$ cat src/verilog/rv_pkg.sv
// Shared types and constants for the RV32I pipeline, imported by every RTL module
package rv_pkg;

    localparam int xlen       = 32;   // Data and address width
    localparam int reg_addr_w = 5;    // Register index width

    typedef logic [xlen-1:0]       word_t;
    typedef logic [reg_addr_w-1:0] reg_idx_t;

    // Major opcodes kept by this core
    typedef enum logic [6:0] {
        op_reg   = 7'b0110011,
        op_imm   = 7'b0010011,
        op_load  = 7'b0000011,
        op_store = 7'b0100011,
        op_lui   = 7'b0110111,
        op_auipc = 7'b0010111
    } opcode_t;

    typedef enum logic [3:0] {
        alu_pass_b = 4'd0,    // LUI
        alu_add    = 4'd1,
        alu_sub    = 4'd2,
        alu_sll    = 4'd3,
        alu_srl    = 4'd4,
        alu_sra    = 4'd5,
        alu_slt    = 4'd6,
        alu_sltu   = 4'd7,
        alu_and    = 4'd8,
        alu_or     = 4'd9,
        alu_xor    = 4'd10
    } alu_op_t;

    // Second ALU operand
    typedef enum logic [1:0] {
        sel_rs2   = 2'd0,
        sel_imm_i = 2'd1,
        sel_imm_s = 2'd2,
        sel_imm_u = 2'd3
    } operand_sel_t;

    // Matches funct3[1:0] of loads and stores
    typedef enum logic [1:0] {
        size_byte = 2'd0,
        size_half = 2'd1,
        size_word = 2'd2
    } mem_size_t;

    typedef struct packed {
        alu_op_t      alu_op;
        operand_sel_t operand_sel;
        logic         a_is_pc;      // AUIPC takes the PC as operand A
        logic         reg_write;
        logic         mem_read;
        logic         mem_write;
        mem_size_t    mem_size;
        logic         sign_ext;     // Signed loads
    } ctrl_t;

    typedef struct packed {
        ctrl_t        ctrl;
        word_t        pc;
        word_t        rs1_data;
        word_t        rs2_data;
        logic [11:0]  imm_i;        // Raw immediate fields, extended in execute
        logic [11:0]  imm_s;
        logic [19:0]  imm_u;
        reg_idx_t     rd;
    } id_ex_t;

    typedef struct packed {
        logic         reg_write;
        logic         mem_read;
        logic         mem_write;
        mem_size_t    mem_size;
        logic         sign_ext;
        word_t        alu_result;   // Also the data memory address
        word_t        store_data;
        reg_idx_t     rd;
    } ex_mem_t;

    // Register file write port and writeback trace
    typedef struct packed {
        logic         valid;
        reg_idx_t     rd;
        word_t        data;
    } rf_write_t;

endpackage

$ cat src/verilog/execute_stage.sv
// Execute stage with operand selection, ALU and the EX/MEM register
`timescale 1ns/1ns

module execute_stage
    import rv_pkg::*;
(
    input  logic    clk,
    input  logic    reset,
    input  id_ex_t  id_ex,
    output ex_mem_t ex_mem
);
    word_t      op_a;
    word_t      op_b;
    logic [4:0] shamt;
    word_t      alu_result;
    ex_mem_t    ex_mem_next;

    assign op_a = id_ex.ctrl.a_is_pc ? id_ex.pc : id_ex.rs1_data;   // PC for AUIPC

    // Immediates are sign-extended here, U-type goes to the upper bits
    always_comb begin
        case (id_ex.ctrl.operand_sel)
            sel_imm_i: op_b = {{(xlen-12){id_ex.imm_i[11]}}, id_ex.imm_i};
            sel_imm_s: op_b = {{(xlen-12){id_ex.imm_s[11]}}, id_ex.imm_s};
            sel_imm_u: op_b = {id_ex.imm_u, 12'b0};
            default:   op_b = id_ex.rs2_data;
        endcase
    end

    assign shamt = op_b[4:0];

    always_comb begin
        case (id_ex.ctrl.alu_op)
            alu_pass_b: alu_result = op_b;
            alu_add:    alu_result = op_a + op_b;
            alu_sub:    alu_result = op_a - op_b;
            alu_sll:    alu_result = op_a << shamt;
            alu_srl:    alu_result = op_a >> shamt;
            alu_sra:    alu_result = $signed(op_a) >>> shamt;   // Fills with the sign bit
            alu_slt:    alu_result = {{(xlen-1){1'b0}}, $signed(op_a) < $signed(op_b)};
            alu_sltu:   alu_result = {{(xlen-1){1'b0}}, op_a < op_b};
            alu_and:    alu_result = op_a & op_b;
            alu_or:     alu_result = op_a | op_b;
            alu_xor:    alu_result = op_a ^ op_b;
            default:    alu_result = '0;
        endcase
    end

    always_comb begin
        ex_mem_next.reg_write  = id_ex.ctrl.reg_write;
        ex_mem_next.mem_read   = id_ex.ctrl.mem_read;
        ex_mem_next.mem_write  = id_ex.ctrl.mem_write;
        ex_mem_next.mem_size   = id_ex.ctrl.mem_size;
        ex_mem_next.sign_ext   = id_ex.ctrl.sign_ext;
        ex_mem_next.alu_result = alu_result;
        ex_mem_next.store_data = id_ex.rs2_data;
        ex_mem_next.rd         = id_ex.rd;
    end

    always_ff @(posedge clk) begin
        ex_mem <= ex_mem_next;
        if (reset) begin
            ex_mem.reg_write <= 1'b0;
            ex_mem.mem_read  <= 1'b0;
            ex_mem.mem_write <= 1'b0;
        end
    end

endmodule

$ cat config.mk
export PLATFORM = sky130hd
export DESIGN_NAME = execute_stage
export DESIGN_NICKNAME = d
export VERILOG_FILES = /design/src/verilog/rv_pkg.sv /design/src/verilog/execute_stage.sv
export SDC_FILE = /design/constraint.sdc
export NUM_CORES = 1
export LEC_CHECK = 0
export ABC_AREA = 1
export BUFFER_PORTS_ARGS = -buffer_cell sky130_fd_sc_hd__buf_4
export CAP_MARGIN = 20
export CELL_PAD_IN_SITES_DETAIL_PLACEMENT = 1
export CELL_PAD_IN_SITES_GLOBAL_PLACEMENT = 1
export CORE_UTILIZATION = 42
export CTS_CLUSTER_SIZE = 8
export DETAILED_ROUTE_END_ITERATION = 6
export GPL_TIMING_DRIVEN = 0
export PLACE_DENSITY_LB_ADDON = 0.1
export SLEW_MARGIN = 20
export SYNTH_ARGS = -nofsm -noshare
export SYNTH_HDL_FRONTEND = slang
export SYNTH_SLANG_ARGS = --single-unit
$ cat constraint.sdc
create_clock -name clk -period 10.3 [get_ports clk]
set_input_delay 3.09 -clock clk [delete_from_list [all_inputs] [get_ports clk]]
set_output_delay 3.09 -clock clk [all_outputs]
set_load 0.03 [all_outputs]
==> results_dict.tcl <==
set metrics [dict create \
    avgRoutedWirePerCell_um 26.85 \
    cts.sinks 75 \
    cts_tree "yes" \
    hold_class "in -> reg" \
    grt_pass1_wl_mm 114.5 \
    finalSetupViolations 0 \
    viasPerCell 6.334 \
    top_register "ex_mem" \
    syn_to_final_growth_pct 20.16 \
    clockRootBuffer "clkbuf_16" \
    seq_power_share_pct 17.6 \
    clk_pin_slew_ns 0.06 \
    cts_inserted_buffers 9 \
    gp_congestion 1.151 \
    path_class "in -> reg" \
    dieWidth_um 175.1 \
    vdd_drop_max_mv 0.07617 \
    rows 63 \
    fill_cells 4336 \
    layout.nets 2805 \
    syn_inst 2293 \
    startpoint_type "input port" \
    antenna_found_initial 4 \
    drtAntennaViolNets 0 \
    cpPeakStageDelay_ns 1.02 \
    reg_top3 "ex_mem (75)" \
    p_leak_nw 7.971 \
    yosys_warnings 0 \
    rsz0062_at_grt "false" \
    routed_wl_mm 78.71 \
    switching_share_pct 54.92 \
    post-route-drc-count 0 \
    ys_ff_latch 75 \
    seq_area_frac_synth_pct 11.93 \
    slew_headroom_pct 11.60 \
    yosysUniqueCellTypes 55 \
    hold_end "ex_mem[1]" \
    hold_buffers 0 \
    synthesis.nets 2562 \
    drt_iter0_markers 2505 \
    yosysTopAreaCell "nand2_1" \
    status "finished, final reports clean" \
    p_per_area_mw_per_mm2 124.2 \
    post-route-period-util_pct 70.35 \
    crit_slowest_cell "o21ai_0" \
    multiInputGateArea_mm2 0.009423 \
    cts_resized 0 \
    power.share.combinational_pct 63.7 \
    cap_violations 0 \
    fin_tns_setup_ns 0 \
    core-area_mm2 0.02956 \
    async_reset_ff_share_pct 0 \
    dieHeight_um 175.1 \
    min-delay-start "id_ex[1]" \
    post-dp-hpwl_mm 64.38 \
    yosys-top-cells-area "nand2_1 19%, nand3_1 18%, dfxtp_1 12%" \
    overflow 0 \
    period_minus_slack_ns 7.246 \
    io_pins 235 \
    fin_ws_ns 3.054 \
    cts.htree.levels 3 \
    worstPathRequired_ns 10.57 \
    drv_slew 0 \
    start_util_pct 42.58 \
    worstSetupEndpointType "flip-flop" \
    critPathMaxFanout 10 \
    syn-cell-area_mm2 0.01259 \
    synth_edf_count 0 \
    tightestPinTransition_ns 1.312 \
    grt_max_degree 14 \
    power.internal_w 0.0008470 \
    cts_buffer_depth 2 \
    pre_cts_slack_ns 2.952 \
    post_cts_buffers 0 \
    yosys_most_used_dff "dfxtp_1" \
    clockPowerShare_pct 18.8 \
    worstHoldPathCells 1 \
    path_depth 17 \
    grt_util_all_layers_pct 50.65 \
    io_buffers 232 \
    syn_avg_cell_area_um2 5.489 \
    finalHoldViolCount 0 \
    antenna_cells 0 \
    seq_area_mm2 0.001501 \
    dieArea_mm2 0.03066 \
    grt_pass1_vias 18820 \
    netlist.area_leader.share_pct 18.67 \
    largest_reg_flops 75 \
    cpLargestDelayFamily "compound AO/OA/AOI/OAI gates" \
    path_buf_inv 6 \
    vias 18570 \
    fmax_mhz 138.0 \
    critPathArrivalTime_ns 7.51 \
    p_switching_w 0.001032 \
    path_cells "buf_6, inv_4, nand2_2, clkbuf_1, o21ai_0, inv_1, ha_1, clkbuf_2, inv_1, a21oi_1, a21boi_0, o211ai_1, or2_2, nand3_1, nand3_1, nor2_1, nand2_1" \
    drtPass1Iterations 6 \
    drive_gt1_share_pct 14.13 \
]
area by class of cell:
class / instances / share of cell area [%]
Inverter: 283 / 7.090
Clock buffer: 11 / 1.605
Clock inverter: 5 / 0.3971
Timing Repair Buffer: 232 / 11.52
Multi-Input combinational cell: 1826 / 62.31
Buffer: 109 / 3.930
Sequential cell: 75 / 9.928
Tap cell: 390 / 3.227
synthesized netlist by cell type (2+ instances only):
cell,n
nor4_1,3
o21a_1,3
a22o_1,4
or2_2,5
buf_2,33
o21ai_2,11
nand2_1,626
o311ai_0,2
a221oi_1,3
o211ai_1,15
nor2_4,3
o2111ai_1,4
a31oi_1,4
nor3_1,14
o21ai_0,100
inv_1,273
buf_6,11
inv_4,2
buf_1,2
nand3_1,446
dfxtp_1,75
and3_1,2
xor2_1,3
inv_2,6
o21bai_1,13
o22ai_1,28
fa_1,2
a21oi_1,121
nor2_2,3
clkbuf_1,46
a211oi_1,3
nand4_2,2
a21o_1,3
o21ai_1,28
buf_4,16
nand2_2,6
a21boi_0,7
nand3b_1,4
nor2_1,190
nand4_1,46
ha_1,107
nand3_2,5
power by group through the flow:
stage	logic, W	registers [W]	clock network, W
final	0.00120	0.000330	0.000352
after global routing	0.00125	0.000332	0.000365
after CTS	0.00113	0.000330	0.000355
after detailed placement	0.00112	0.000336	0
after global placement	0.00109	0.000335	0
after floorplan	0.000620	0.000398	0
stage by stage:
stage | utilization, % | area, µm² | std cells | hold WS [ns] | power (W)
final | 51.16 | 15120 | 2931 | 2.801 | 0.001879
after global placement | 50.12 | 14820 | 2915 | 3.195 | 0.001429
after global routing | 51.16 | 15120 | 2931 | 2.798 | 0.001943
after detailed placement | 50.13 | 14820 | 2915 | 3.196 | 0.001460
after CTS | 51.15 | 15120 | 2931 | 2.798 | 0.001814
after floorplan | - | 12590 | 2293 | 3.118 | 0.001018
cells in the final DEF, fill, tap and decap left out, types with 4 or more instances in the layout:
cell       Yosys  routed
nand2_1      626     626
nand3_1      446     446
inv_1        273     273
buf_4         16     248
nor2_1       190     188
a21oi_1      121     121
ha_1         107     107
o21ai_0      100      94
dfxtp_1       75      75
clkbuf_1      46      47
nand4_1       46      46
o21ai_1       28      34
buf_2         33      33
o22ai_1       28      28
o211ai_1      15      15
nor3_1        14      14
o21bai_1      13      13
buf_6         11      11
o21ai_2       11      11
clkbuf_16      0       9
a21boi_0       7       7
nand2_2        6       6
inv_2          6       6
nand3_2        5       5
or2_2          5       5
nor2_2         3       5
a22o_1         4       4
o2111ai_1      4       4
a31oi_1        4       4
nand3b_1       4       4
kinds of logic (layout without fill, tap and decap cells):
family | Yosys count | count (layout) | share of synthesized area (%)
buffers and inverters | 392 | 640 | 13.24
DFF | 75 | 75 | 11.93
AOI/OAI and AO/OA | 357 | 357 | 16.49
xor gates and xnor gates | 3 | 3 | 0.2088
and+or+nand+nor | 1357 | 1357 | 47.17
adders and majority gates | 109 | 109 | 10.96
worst max path at each step:
stage	startpoint	endpoint	slack (ns)
floorplan	id_ex[152]	ex_mem[60]	4.53
global placement	id_ex[152]	ex_mem[56]	3.03
detailed placement	id_ex[152]	ex_mem[56]	2.95
CTS	id_ex[152]	ex_mem[56]	3.34
global route	id_ex[152]	ex_mem[56]	2.99
finish	id_ex[153]	ex_mem[50]	3.05
routing by layer:
layer	GRT usage (%)	vias to the layer above	share of wire (%)
met5	0	-	0.090
met4	39.75	8	8.6
met3	19.26	409	13
met2	76.54	1395	42
met1	57.18	8685	36
li1	-	8069	-
(Power assumes the default switching activity.)
