$ cat config.mk
export PLATFORM = sky130hd
export DESIGN_NAME = decode_stage
export DESIGN_NICKNAME = d
export VERILOG_FILES = /design/src/verilog/rv_pkg.sv /design/src/verilog/decode_stage.sv
export SDC_FILE = /design/constraint.sdc
export NUM_CORES = 1
export LEC_CHECK = 0
export ABC_AREA = 1
export BUFFER_PORTS_ARGS = -buffer_cell sky130_fd_sc_hd__buf_2
export CORE_AREA = 2 2 117 119
export CTS_CLUSTER_SIZE = 10
export DETAILED_ROUTE_END_ITERATION = 16
export DIE_AREA = 0 0 119 121
export HOLD_SLACK_MARGIN = 0.02
export PLACE_DENSITY = 0.55
export SYNTH_ARGS = -nofsm -noshare
export SYNTH_HDL_FRONTEND = slang
export SYNTH_SLANG_ARGS = --single-unit
$ cat constraint.sdc
create_clock -name clk -period 0.9 [get_ports clk]
set_input_delay 0.045 -clock clk [delete_from_list [all_inputs] [get_ports clk]]
set_output_delay 0.045 -clock clk [all_outputs]
set_load 0.05 [all_outputs]
$ cat src/verilog/rv_pkg.sv
// Shared types and constants for the RV32I pipeline, imported by every RTL module
package rv_pkg;

    localparam int xlen       = 32;   // Data and address width
    localparam int reg_addr_w = 5;    // Register index width

    typedef logic [xlen-1:0]       word_t;
    typedef logic [reg_addr_w-1:0] reg_idx_t;

    // Major opcodes kept by this core
    typedef enum logic [6:0] {
        op_reg   = 7'b0110011,
        op_imm   = 7'b0010011,
        op_load  = 7'b0000011,
        op_store = 7'b0100011,
        op_lui   = 7'b0110111,
        op_auipc = 7'b0010111
    } opcode_t;

    typedef enum logic [3:0] {
        alu_pass_b = 4'd0,    // LUI
        alu_add    = 4'd1,
        alu_sub    = 4'd2,
        alu_sll    = 4'd3,
        alu_srl    = 4'd4,
        alu_sra    = 4'd5,
        alu_slt    = 4'd6,
        alu_sltu   = 4'd7,
        alu_and    = 4'd8,
        alu_or     = 4'd9,
        alu_xor    = 4'd10
    } alu_op_t;

    // Second ALU operand
    typedef enum logic [1:0] {
        sel_rs2   = 2'd0,
        sel_imm_i = 2'd1,
        sel_imm_s = 2'd2,
        sel_imm_u = 2'd3
    } operand_sel_t;

    // Matches funct3[1:0] of loads and stores
    typedef enum logic [1:0] {
        size_byte = 2'd0,
        size_half = 2'd1,
        size_word = 2'd2
    } mem_size_t;

    typedef struct packed {
        alu_op_t      alu_op;
        operand_sel_t operand_sel;
        logic         a_is_pc;      // AUIPC takes the PC as operand A
        logic         reg_write;
        logic         mem_read;
        logic         mem_write;
        mem_size_t    mem_size;
        logic         sign_ext;     // Signed loads
    } ctrl_t;

    typedef struct packed {
        ctrl_t        ctrl;
        word_t        pc;
        word_t        rs1_data;
        word_t        rs2_data;
        logic [11:0]  imm_i;        // Raw immediate fields, extended in execute
        logic [11:0]  imm_s;
        logic [19:0]  imm_u;
        reg_idx_t     rd;
    } id_ex_t;

    typedef struct packed {
        logic         reg_write;
        logic         mem_read;
        logic         mem_write;
        mem_size_t    mem_size;
        logic         sign_ext;
        word_t        alu_result;   // Also the data memory address
        word_t        store_data;
        reg_idx_t     rd;
    } ex_mem_t;

    // Register file write port and writeback trace
    typedef struct packed {
        logic         valid;
        reg_idx_t     rd;
        word_t        data;
    } rf_write_t;

endpackage

$ cat src/verilog/decode_stage.sv
// Decode stage that builds the control word and immediates and holds the ID/EX register
`timescale 1ns/1ns

module decode_stage
    import rv_pkg::*;
(
    input  logic     clk,
    input  logic     reset,
    input  word_t    if_instr,
    input  word_t    if_pc,
    output reg_idx_t rs1_idx,
    output reg_idx_t rs2_idx,
    input  word_t    rs1_data,
    input  word_t    rs2_data,
    output id_ex_t   id_ex
);
    opcode_t    opcode;
    logic [2:0] funct3;
    logic       alt;          // funct7 bit 5
    ctrl_t      ctrl;
    id_ex_t     id_ex_next;

    // ALU operation from funct3, used by register and immediate forms
    function automatic alu_op_t arith_op(input logic [2:0] f3, input logic sub,
                                         input logic sra);
        alu_op_t op;
        case (f3)
            3'b000:  op = sub ? alu_sub : alu_add;
            3'b001:  op = alu_sll;
            3'b010:  op = alu_slt;
            3'b011:  op = alu_sltu;
            3'b100:  op = alu_xor;
            3'b101:  op = sra ? alu_sra : alu_srl;
            3'b110:  op = alu_or;
            default: op = alu_and;
        endcase
        return op;
    endfunction

    assign opcode  = opcode_t'(if_instr[6:0]);
    assign funct3  = if_instr[14:12];
    assign alt     = if_instr[30];
    assign rs1_idx = if_instr[19:15];
    assign rs2_idx = if_instr[24:20];

    always_comb begin
        ctrl = '0;                    // Unknown opcodes stay bubbles
        case (opcode)
            op_reg: begin
                ctrl.alu_op      = arith_op(funct3, alt, alt);
                ctrl.operand_sel = sel_rs2;
                ctrl.reg_write   = 1'b1;
            end
            op_imm: begin
                // Bit 30 is part of the immediate for ADDI
                ctrl.alu_op      = arith_op(funct3, 1'b0, alt);
                ctrl.operand_sel = sel_imm_i;
                ctrl.reg_write   = 1'b1;
            end
            op_load: begin
                ctrl.alu_op      = alu_add;
                ctrl.operand_sel = sel_imm_i;
                ctrl.reg_write   = 1'b1;
                ctrl.mem_read    = 1'b1;
                ctrl.mem_size    = mem_size_t'(funct3[1:0]);
                ctrl.sign_ext    = ~funct3[2];    // LBU and LHU set bit 2
            end
            op_store: begin
                ctrl.alu_op      = alu_add;
                ctrl.operand_sel = sel_imm_s;
                ctrl.mem_write   = 1'b1;
                ctrl.mem_size    = mem_size_t'(funct3[1:0]);
            end
            op_lui: begin
                ctrl.alu_op      = alu_pass_b;
                ctrl.operand_sel = sel_imm_u;
                ctrl.reg_write   = 1'b1;
            end
            op_auipc: begin
                ctrl.alu_op      = alu_add;
                ctrl.operand_sel = sel_imm_u;
                ctrl.a_is_pc     = 1'b1;
                ctrl.reg_write   = 1'b1;
            end
            default: ;
        endcase
    end

    always_comb begin
        id_ex_next.ctrl     = ctrl;
        id_ex_next.pc       = if_pc;
        id_ex_next.rs1_data = rs1_data;
        id_ex_next.rs2_data = rs2_data;
        id_ex_next.imm_i    = if_instr[31:20];
        id_ex_next.imm_s    = {if_instr[31:25], if_instr[11:7]};
        id_ex_next.imm_u    = if_instr[31:12];
        id_ex_next.rd       = if_instr[11:7];
    end

    always_ff @(posedge clk) begin
        id_ex <= id_ex_next;
        if (reset) begin
            id_ex.ctrl <= '0;
        end
    end

endmodule

==> metrics.log, run 1 <==
[metrics] register containing the most flip-flops in the final layout: id_ex
[metrics] Hold WS: -9.08 ps
[metrics] post-synthesis cell type with the largest combined area: sky130_fd_sc_hd__dfxtp_1
[metrics] most instantiated flip-flop cell in the synthesis netlist: sky130_fd_sc_hd__dfxtp_1
[metrics] slowest CP cell: sky130_fd_sc_hd__dfxtp_4
[metrics] sequential fraction of the synthesis area: 0.827
[metrics] final number of hold-violating endpoints: 2
[metrics] maximum level of the CTS H-tree: 4
[metrics] count of buffer and inverter cells on the critical path: 1
[metrics] most frequent cells after synthesis: sky130_fd_sc_hd__dfxtp_1, sky130_fd_sc_hd__buf_4, sky130_fd_sc_hd__nand2_1
[metrics] fraction of synthesis flops using an asynchronous set or reset pin: 0
[metrics] pin count of the biggest net entering global routing: 17
[metrics] maximum ir drop on the vdd rail: 1180 uV
[metrics] setup repair after global routing missed its margin: true
[metrics] HPWL after detailed placement: 8270 um
[metrics] Congestion Overflow GR: 0
[metrics] number of flip-flops and latches in the synthesized netlist: 134
[metrics] CP top delay family: flip-flops
[metrics] slowest cell delay on critical path: 390 ps
[metrics] crit start category: flop
[metrics] fraction of layout cells with a size suffix above 1: 0.727
[metrics] count of unique library cells instantiated by Yosys: 18
[metrics] DRC viols: 0
[metrics] total power draw: 16800 uW
[metrics] GP Congestion: 0.832
[metrics] failing checks: hold timing, setup timing
[metrics] initial antenna violation count: 3
[metrics] time the final worst path needs with I/O delays and setup: 1010 ps
[metrics] pwr/cell area: 2030 nW/um2
[metrics] Clock Pin Slew Worst Setup and Hold Paths: 60 ps
[metrics] maximum net fanout on the critical path: 3
[metrics] maximum clock path buffer count: 2
[metrics] Cell Rows: 42
[metrics] crit path cell chain: buf_8
[metrics] share of the cycle needed by the critical path after routing: 1.12
[metrics] total via count after detailed routing: 3284
[metrics] number of global-route vias before repair: 3590
[metrics] Final Max Slew Viols: 0
[metrics] clock buffer count from CTS: 17
[metrics] setup ws final: -108 ps
[metrics] most numerous cell in the Yosys netlist: sky130_fd_sc_hd__dfxtp_1
[metrics] Area after DPL: 4730 um2
[metrics] Core Footprint: 13100 um2
[metrics] summed instance area of the synthesized netlist: 3240 um2
[metrics] global-route wire length before repair: 19900 um
[metrics] Crit Path Class: flop to primary output
[metrics] proportion of netlist area held by the largest area contributor: 0.827
[metrics] number of warning messages in the yosys log: 0
[metrics] setup violation total in the final timing report: 161
[metrics] vias per inst: 3.94
[metrics] max-capacitance violation count: 0
[metrics] Hold WC Path Type: primary input to flop
[metrics] Initial Utilization: 0.248
[metrics] arrival time of data at the critical path endpoint: 960 ps
[metrics] final cell area excluding filler cells: 8310 um2
[metrics] Total Routing Usage GR: 0.190
[metrics] I/O pin count: 298
[metrics] number of flops mapped to enable cells by yosys: 0
[metrics] synthesized netlist cell count: 232
[metrics] clock tree from TritonCTS: built
[metrics] die footprint: 14400 um2
[metrics] aggregate negative setup slack: -7130 ps
[metrics] total wire length: 14200 um
[metrics] required time at the worst-slack endpoint: 850 ps
[metrics] height of the die: 121 um
[metrics] sinks on the clock net: 134
[metrics] CTS Root Buffer Type: sky130_fd_sc_hd__clkbuf_16
[metrics] category of the worst setup path capture point: primary output
[metrics] floorplan die width: 119 um
[metrics] maximum frequency from static timing analysis: 0.992 GHz
[metrics] Initial DRC Count: 120
[metrics] registers with the most flip-flops: id_ex (134)
[metrics] Nets: 772
[metrics] Avg Inst Size Synth: 14.0 um2
[metrics] largest cells by area after synthesis: sky130_fd_sc_hd__dfxtp_1, sky130_fd_sc_hd__buf_4, sky130_fd_sc_hd__nand2_1
[metrics] router iterations before antenna repair: 4
[metrics] result of the run: complete, but fails checks
[metrics] leakage power total: 0.00381 uW
[metrics] net count after synthesis: 362
[metrics] detail-routed net length per standard cell: 17.1 um
[metrics] flip-flop count of the largest register after layout: 134
[metrics] antenna-violating nets left: 0
[metrics] number of buffers inserted by port buffering: 297
[metrics] non-filler instance count after layout: 834
[metrics] slew margin rel.: 0.811
[metrics] placed cell count: 672
[metrics] transition time at the pin with the least slew margin: 286 ps
[metrics] synthesis-to-finish area growth: 156%
-- cell usage in the layout, fill, tap and decap left out, types with 2 or more instances in the layout --
cell | Yosys | final
sky130_fd_sc_hd__clkinvlp_4 | 0 | 2
sky130_fd_sc_hd__a21oi_1 | 3 | 2
sky130_fd_sc_hd__buf_6 | 0 | 15
sky130_fd_sc_hd__nor2_1 | 13 | 12
sky130_fd_sc_hd__dlygate4sd3_1 | 0 | 126
sky130_fd_sc_hd__clkinv_2 | 0 | 4
sky130_fd_sc_hd__dfxtp_2 | 0 | 121
sky130_fd_sc_hd__buf_12 | 0 | 2
sky130_fd_sc_hd__nand3b_1 | 2 | 2
sky130_fd_sc_hd__clkbuf_8 | 0 | 2
sky130_fd_sc_hd__nor2_2 | 1 | 2
sky130_fd_sc_hd__a21oi_2 | 2 | 3
sky130_fd_sc_hd__nand3_1 | 4 | 4
sky130_fd_sc_hd__clkbuf_16 | 0 | 17
sky130_fd_sc_hd__dfxtp_4 | 0 | 13
sky130_fd_sc_hd__nor3_1 | 5 | 4
sky130_fd_sc_hd__buf_4 | 34 | 6
sky130_fd_sc_hd__bufinv_16 | 0 | 3
sky130_fd_sc_hd__inv_1 | 9 | 7
sky130_fd_sc_hd__o21ai_0 | 2 | 2
sky130_fd_sc_hd__inv_2 | 0 | 2
sky130_fd_sc_hd__nand2_1 | 17 | 17
sky130_fd_sc_hd__buf_2 | 0 | 139
sky130_fd_sc_hd__clkinv_4 | 0 | 2
sky130_fd_sc_hd__buf_8 | 0 | 137
sky130_fd_sc_hd__diode_2 | 0 | 3
-- final timing paths --
check                         start               endpoint  depth (start not counted)
hold / removal          if_instr[6]  id_ex[157]$_SDFF_PP0_                          4
setup / recovery  id_ex[19]$_DFF_P_              id_ex[31]                          1
-- what timing repair did --
action,in CTS,in global routing
gates resized for setup,524,66
pin swaps,0,2
hold buffers,124,4
hold endpoints to repair,134,5
buffers inserted,0,0
endpoints found under the setup margin,158,162
-- where the power goes --
part           total (uW)  leakage [uW]  internal (uW)  switching [uW]
combinational        3250       0.00238           1480            1770
sequential           6510       0.00114           6270             239
clock                7070      0.000296           4500            2580
-- cells by family (layout without fill, tap and decap cells) --
logic type / Yosys count / count (layout) / share of synthesized area
flip-flops: 134 / 134 / 0.827
AO/OA/AOI/OAI: 8 / 8 / 0.0158
other: 0 / 3 / 0
AND/OR/NAND/NOR: 46 / 46 / 0.0664
buffers and inverters: 44 / 467 / 0.0903
-- layer usage --
| layer | vias up | wire (um) | GRT usage |
|---|---|---|---|
| met1 | 1568 | 4410 | 0.160 |
| met4 | 0 | 419 | 0.0997 |
| li1 | 1519 | - | - |
| met5 | - | 0 | 0 |
| met2 | 165 | 8260 | 0.372 |
| met3 | 32 | 1130 | 0.0808 |
-- metrics by stage --
step | utilization | setup WS [ps]
final | 0.635 | -108
after global routing | 0.635 | -147
after CTS | 0.615 | -122
after detailed placement | 0.361 | -36.3
after global placement | 0.361 | 33.9
after floorplan | - | 125
-- area by class of cell --
class,instances,area [um2]
Timing Repair Buffer,426,4280
Clock inverter,12,151
Multi-Input combinational cell,54,279
Sequential cell,134,2880
Antenna cell,3,7.51
Fill cell,897,4770
Inverter,9,33.8
Tap cell,176,220
Clock buffer,20,457
(Power assumes the default switching activity.)
==> inputs of run 2 (changes only) <==
--- a/config.mk
+++ b/config.mk
@@ -5,7 +5,6 @@
 export SDC_FILE = /design/constraint.sdc
 export NUM_CORES = 1
 export LEC_CHECK = 0
-export ABC_AREA = 1
 export BUFFER_PORTS_ARGS = -buffer_cell sky130_fd_sc_hd__buf_2
 export CORE_AREA = 2 2 117 119
 export CTS_CLUSTER_SIZE = 10
==> run 2 against run 1 <==
Net effect: the run still ends with hold timing, setup timing left; maximum frequency grew 0.58%; sequential power about the same; synthesized cell count decreased by 13%; cell area down 0.81%; setup slack better by 5.9 ps; global-route usage shrank 1.5 points; via count decreased by 6.2%; combinational power barely moved; cell count decreased by 4.2%; sequential cell count did not move; largest cell class unchanged; highest routed layer unchanged.
==> metrics.log, run 2 <==
[metrics] most instantiated flip-flop cell in the synthesis netlist: sky130_fd_sc_hd__dfxtp_1
[metrics] category of the worst setup path capture point: primary output
[metrics] fraction of layout cells with a size suffix above 1: 0.767 (+0.0405)
[metrics] slowest CP cell: sky130_fd_sc_hd__dfxtp_4
[metrics] commonest cells after routing, fill and taps aside: sky130_fd_sc_hd__buf_2, sky130_fd_sc_hd__buf_8, sky130_fd_sc_hd__dlygate4sd3_1
[metrics] Hold WS: -20.5 ps (-11.4 ps)
[metrics] maximum clock path buffer count: 2 (unchanged)
[metrics] time the final worst path needs with I/O delays and setup: 1000 ps (-5.85 ps)
[metrics] most frequent cells after synthesis: sky130_fd_sc_hd__dfxtp_1, sky130_fd_sc_hd__buf_4, sky130_fd_sc_hd__a21oi_1
[metrics] total via count after detailed routing: 3079 (-6.2%)
[metrics] area of combinational cells with multiple inputs: 243 um2 (-13%)
[metrics] worst hold path cell count: 3 (-1)
[metrics] initial antenna violation count: 0 (-3)
[metrics] required time at the worst-slack endpoint: 850 ps (about the same)
[metrics] Filler cells: 905 (+0.89%)
[metrics] post-synthesis cell type with the largest combined area: sky130_fd_sc_hd__dfxtp_1
[metrics] final number of hold-violating endpoints: 3 (+1)
[metrics] count of buffer and inverter cells on the critical path: 1 (unchanged)
[metrics] pwr/cell area: 2070 nW/um2 (+2.4%)
[metrics] maximum ir drop on the vdd rail: 967 uV (-18%)
[metrics] most numerous cell in the Yosys netlist: sky130_fd_sc_hd__dfxtp_1
[metrics] I/O pin count: 298 (unchanged)
[metrics] number of global-route vias before repair: 3429 (-4.5%)
[metrics] max-capacitance violation count: 0 (unchanged)
[metrics] floorplan die width: 119 um (unchanged)
[metrics] most common cell after layout, fill and taps aside: sky130_fd_sc_hd__buf_2
[metrics] share of the cycle needed by the critical path after routing: 1.11 (-0.00650)
[metrics] CTS Root Buffer Type: sky130_fd_sc_hd__clkbuf_16
[metrics] WHS Endpoint: id_ex[147]$_SDFF_PP0_
[metrics] crit path cell chain: buf_8
[metrics] count of unique library cells instantiated by Yosys: 22 (+4)
[metrics] die footprint: 14400 um2 (unchanged)
[metrics] Nets: 740 (-4.1%)
[metrics] footprint of the flip-flops and latches: 2880 um2 (about the same)
[metrics] Crit Path Class: flop to primary output
[metrics] HPWL after detailed placement: 7070 um (-14%)
[metrics] net count after synthesis: 332 (-8.3%)
[metrics] slowest cell delay on critical path: 390 ps (about the same)
[metrics] summed instance area of the synthesized netlist: 3150 um2 (-2.7%)
[metrics] leakage power total: 0.00376 uW (-1.3%)
[metrics] number of buffers inserted by port buffering: 297 (unchanged)
[metrics] start point of the worst hold path: reset
[metrics] aggregate negative setup slack: -7000 ps (+131 ps)
[metrics] total wire length: 13700 um (-3.9%)
[metrics] global-route wire length before repair: 18600 um (-6.8%)
[metrics] register containing the most flip-flops in the final layout: id_ex
[metrics] setup repair after global routing missed its margin: true
[metrics] antenna-violating nets left: 0 (unchanged)
[metrics] synthesis-to-finish area growth: 161%
[metrics] arrival time of data at the critical path endpoint: 960 ps (about the same)
[metrics] Total Routing Usage GR: 0.175 (-0.0150)
[metrics] detail-routed net length per standard cell: 17.1 um (+0.29%)
[metrics] proportion of netlist area held by the largest area contributor: 0.851 (+0.0233)
[metrics] fraction of synthesis flops using an asynchronous set or reset pin: 0 (unchanged)
[metrics] largest cells by area after synthesis: sky130_fd_sc_hd__dfxtp_1, sky130_fd_sc_hd__buf_4, sky130_fd_sc_hd__nor4b_1
[metrics] Congestion Overflow GR: 0 (unchanged)
[metrics] pin count of the biggest net entering global routing: 17 (unchanged)
[metrics] Final Max Slew Viols: 0 (unchanged)
[metrics] maximum net fanout on the critical path: 3 (unchanged)
[metrics] Hold WC Path Type: primary input to flop
[metrics] number of flip-flops and latches in the synthesized netlist: 134 (unchanged)
[metrics] synthesized netlist cell count: 202 (-13%)
[metrics] CP top delay family: flip-flops
[metrics] Initial DRC Count: 81 (-33%)
[metrics] result of the run: complete, but fails checks
[metrics] flip-flop count of the largest register after layout: 134 (unchanged)
[metrics] vias per inst: 3.85 (-2.1%)
[metrics] setup ws final: -102 ps (+5.85 ps)
[metrics] GP Congestion: 0.739 (-11%)
[metrics] DRC viols: 0 (unchanged)
[metrics] sequential fraction of the synthesis area: 0.851 (+0.0233)
[metrics] Initial Utilization: 0.241 (-0.00679)
[metrics] height of the die: 121 um (unchanged)
[metrics] maximum frequency from static timing analysis: 0.998 GHz (+0.58%)
[metrics] router iterations before antenna repair: 4 (unchanged)
[metrics] setup violation total in the final timing report: 158 (-1.9%)
[metrics] Clock Pin Slew Worst Setup and Hold Paths: 60 ps (about the same)
[metrics] registers with the most flip-flops: id_ex (134)
[metrics] sinks on the clock net: 134 (unchanged)
[metrics] Cell Rows: 42 (unchanged)
[metrics] non-filler instance count after layout: 799 (-4.2%)
[metrics] Antenna diodes: 0 (-3)
[metrics] slew margin rel.: 0.616 (-0.195)
[metrics] placed cell count: 642 (-4.5%)
[metrics] Core Footprint: 13100 um2 (unchanged)
[metrics] maximum level of the CTS H-tree: 4 (unchanged)
[metrics] number of warning messages in the yosys log: 0 (unchanged)
[metrics] clock tree from TritonCTS: built
[metrics] transition time at the pin with the least slew margin: 562 ps (+277 ps)
[metrics] number of flops mapped to enable cells by yosys: 0 (unchanged)
[metrics] Avg Inst Size Synth: 15.6 um2 (+12%)
[metrics] clock buffer count from CTS: 17 (unchanged)
[metrics] crit start category: flop
[metrics] failing checks: hold timing, setup timing
-- run 2: where the power goes --
part	internal, uW	total, uW	leakage (uW)	switching [uW]
combinational	1470	3220	0.00232	1750
clock	4740	7370	0.000307	2630
sequential	6270	6510	0.00114	240
-- run 2: worst max-delay path by stage --
stage,startpoint,to,slack (ps),depth (start not counted)
after detailed placement,if_instr[3],id_ex[145]$_SDFF_PP0_,-190,3
final,id_ex[18]$_DFF_P_,id_ex[18],-100,1
after global routing,id_ex[18]$_DFF_P_,id_ex[18],-140,1
after CTS,id_ex[18]$_DFF_P_,id_ex[30],-110,1
after global placement,if_instr[3],id_ex[155]$_SDFF_PP0_,-160,3
after floorplan,if_instr[3],id_ex[145]$_SDFF_PP0_,-70,3
-- run 2: cells by family (layout without fill, tap and decap cells) --
logic type / Yosys count / in the layout / synth area share
DFF: 134 / 134 / 0.851
buffers and inverters: 37 / 458 / 0.0869
and+or+nand+nor: 20 / 20 / 0.0385
AOI/OAI and AO/OA: 10 / 10 / 0.0206
muxes: 1 / 1 / 0.00317
-- run 2: routing by layer --
metal | share of wire | track usage
met5 | 0 | 0
met3 | 0.073 | 0.0691
met4 | 0.019 | 0.0707
met1 | 0.32 | 0.155
met2 | 0.59 | 0.348
-- run 2: through the flow --
stage | worst slack [ps] | cell area, um2 | util | total power [uW]
after floorplan | -69.6 | 3190 | - | 7940
after global placement | -164 | 4650 | 0.356 | 8510
after detailed placement | -189 | 4650 | 0.356 | 8510
after CTS | -113 | 7960 | 0.608 | 17000
after global routing | -139 | 8240 | 0.630 | 17700
final | -102 | 8240 | 0.630 | 17100
-- run 2: what timing repair did --
action | CTS | global route
endpoints found under the setup margin | 158 | 166
hold buffers | 124 | 2
pin swaps | 0 | 2
gates resized for setup | 513 | 76
setup buffers | 0 | 0
hold endpoints to repair | 134 | 9
-- run 2: area by class of cell --
class | instances | share of cell area
clock buffers | 18 | 0.0533
clock inverters | 14 | 0.0240
inverters | 1 | 0.000455
multi-input cells | 31 | 0.0294
flip-flops and latches | 134 | 0.349
well taps | 176 | 0.0267
repair buffers | 425 | 0.517
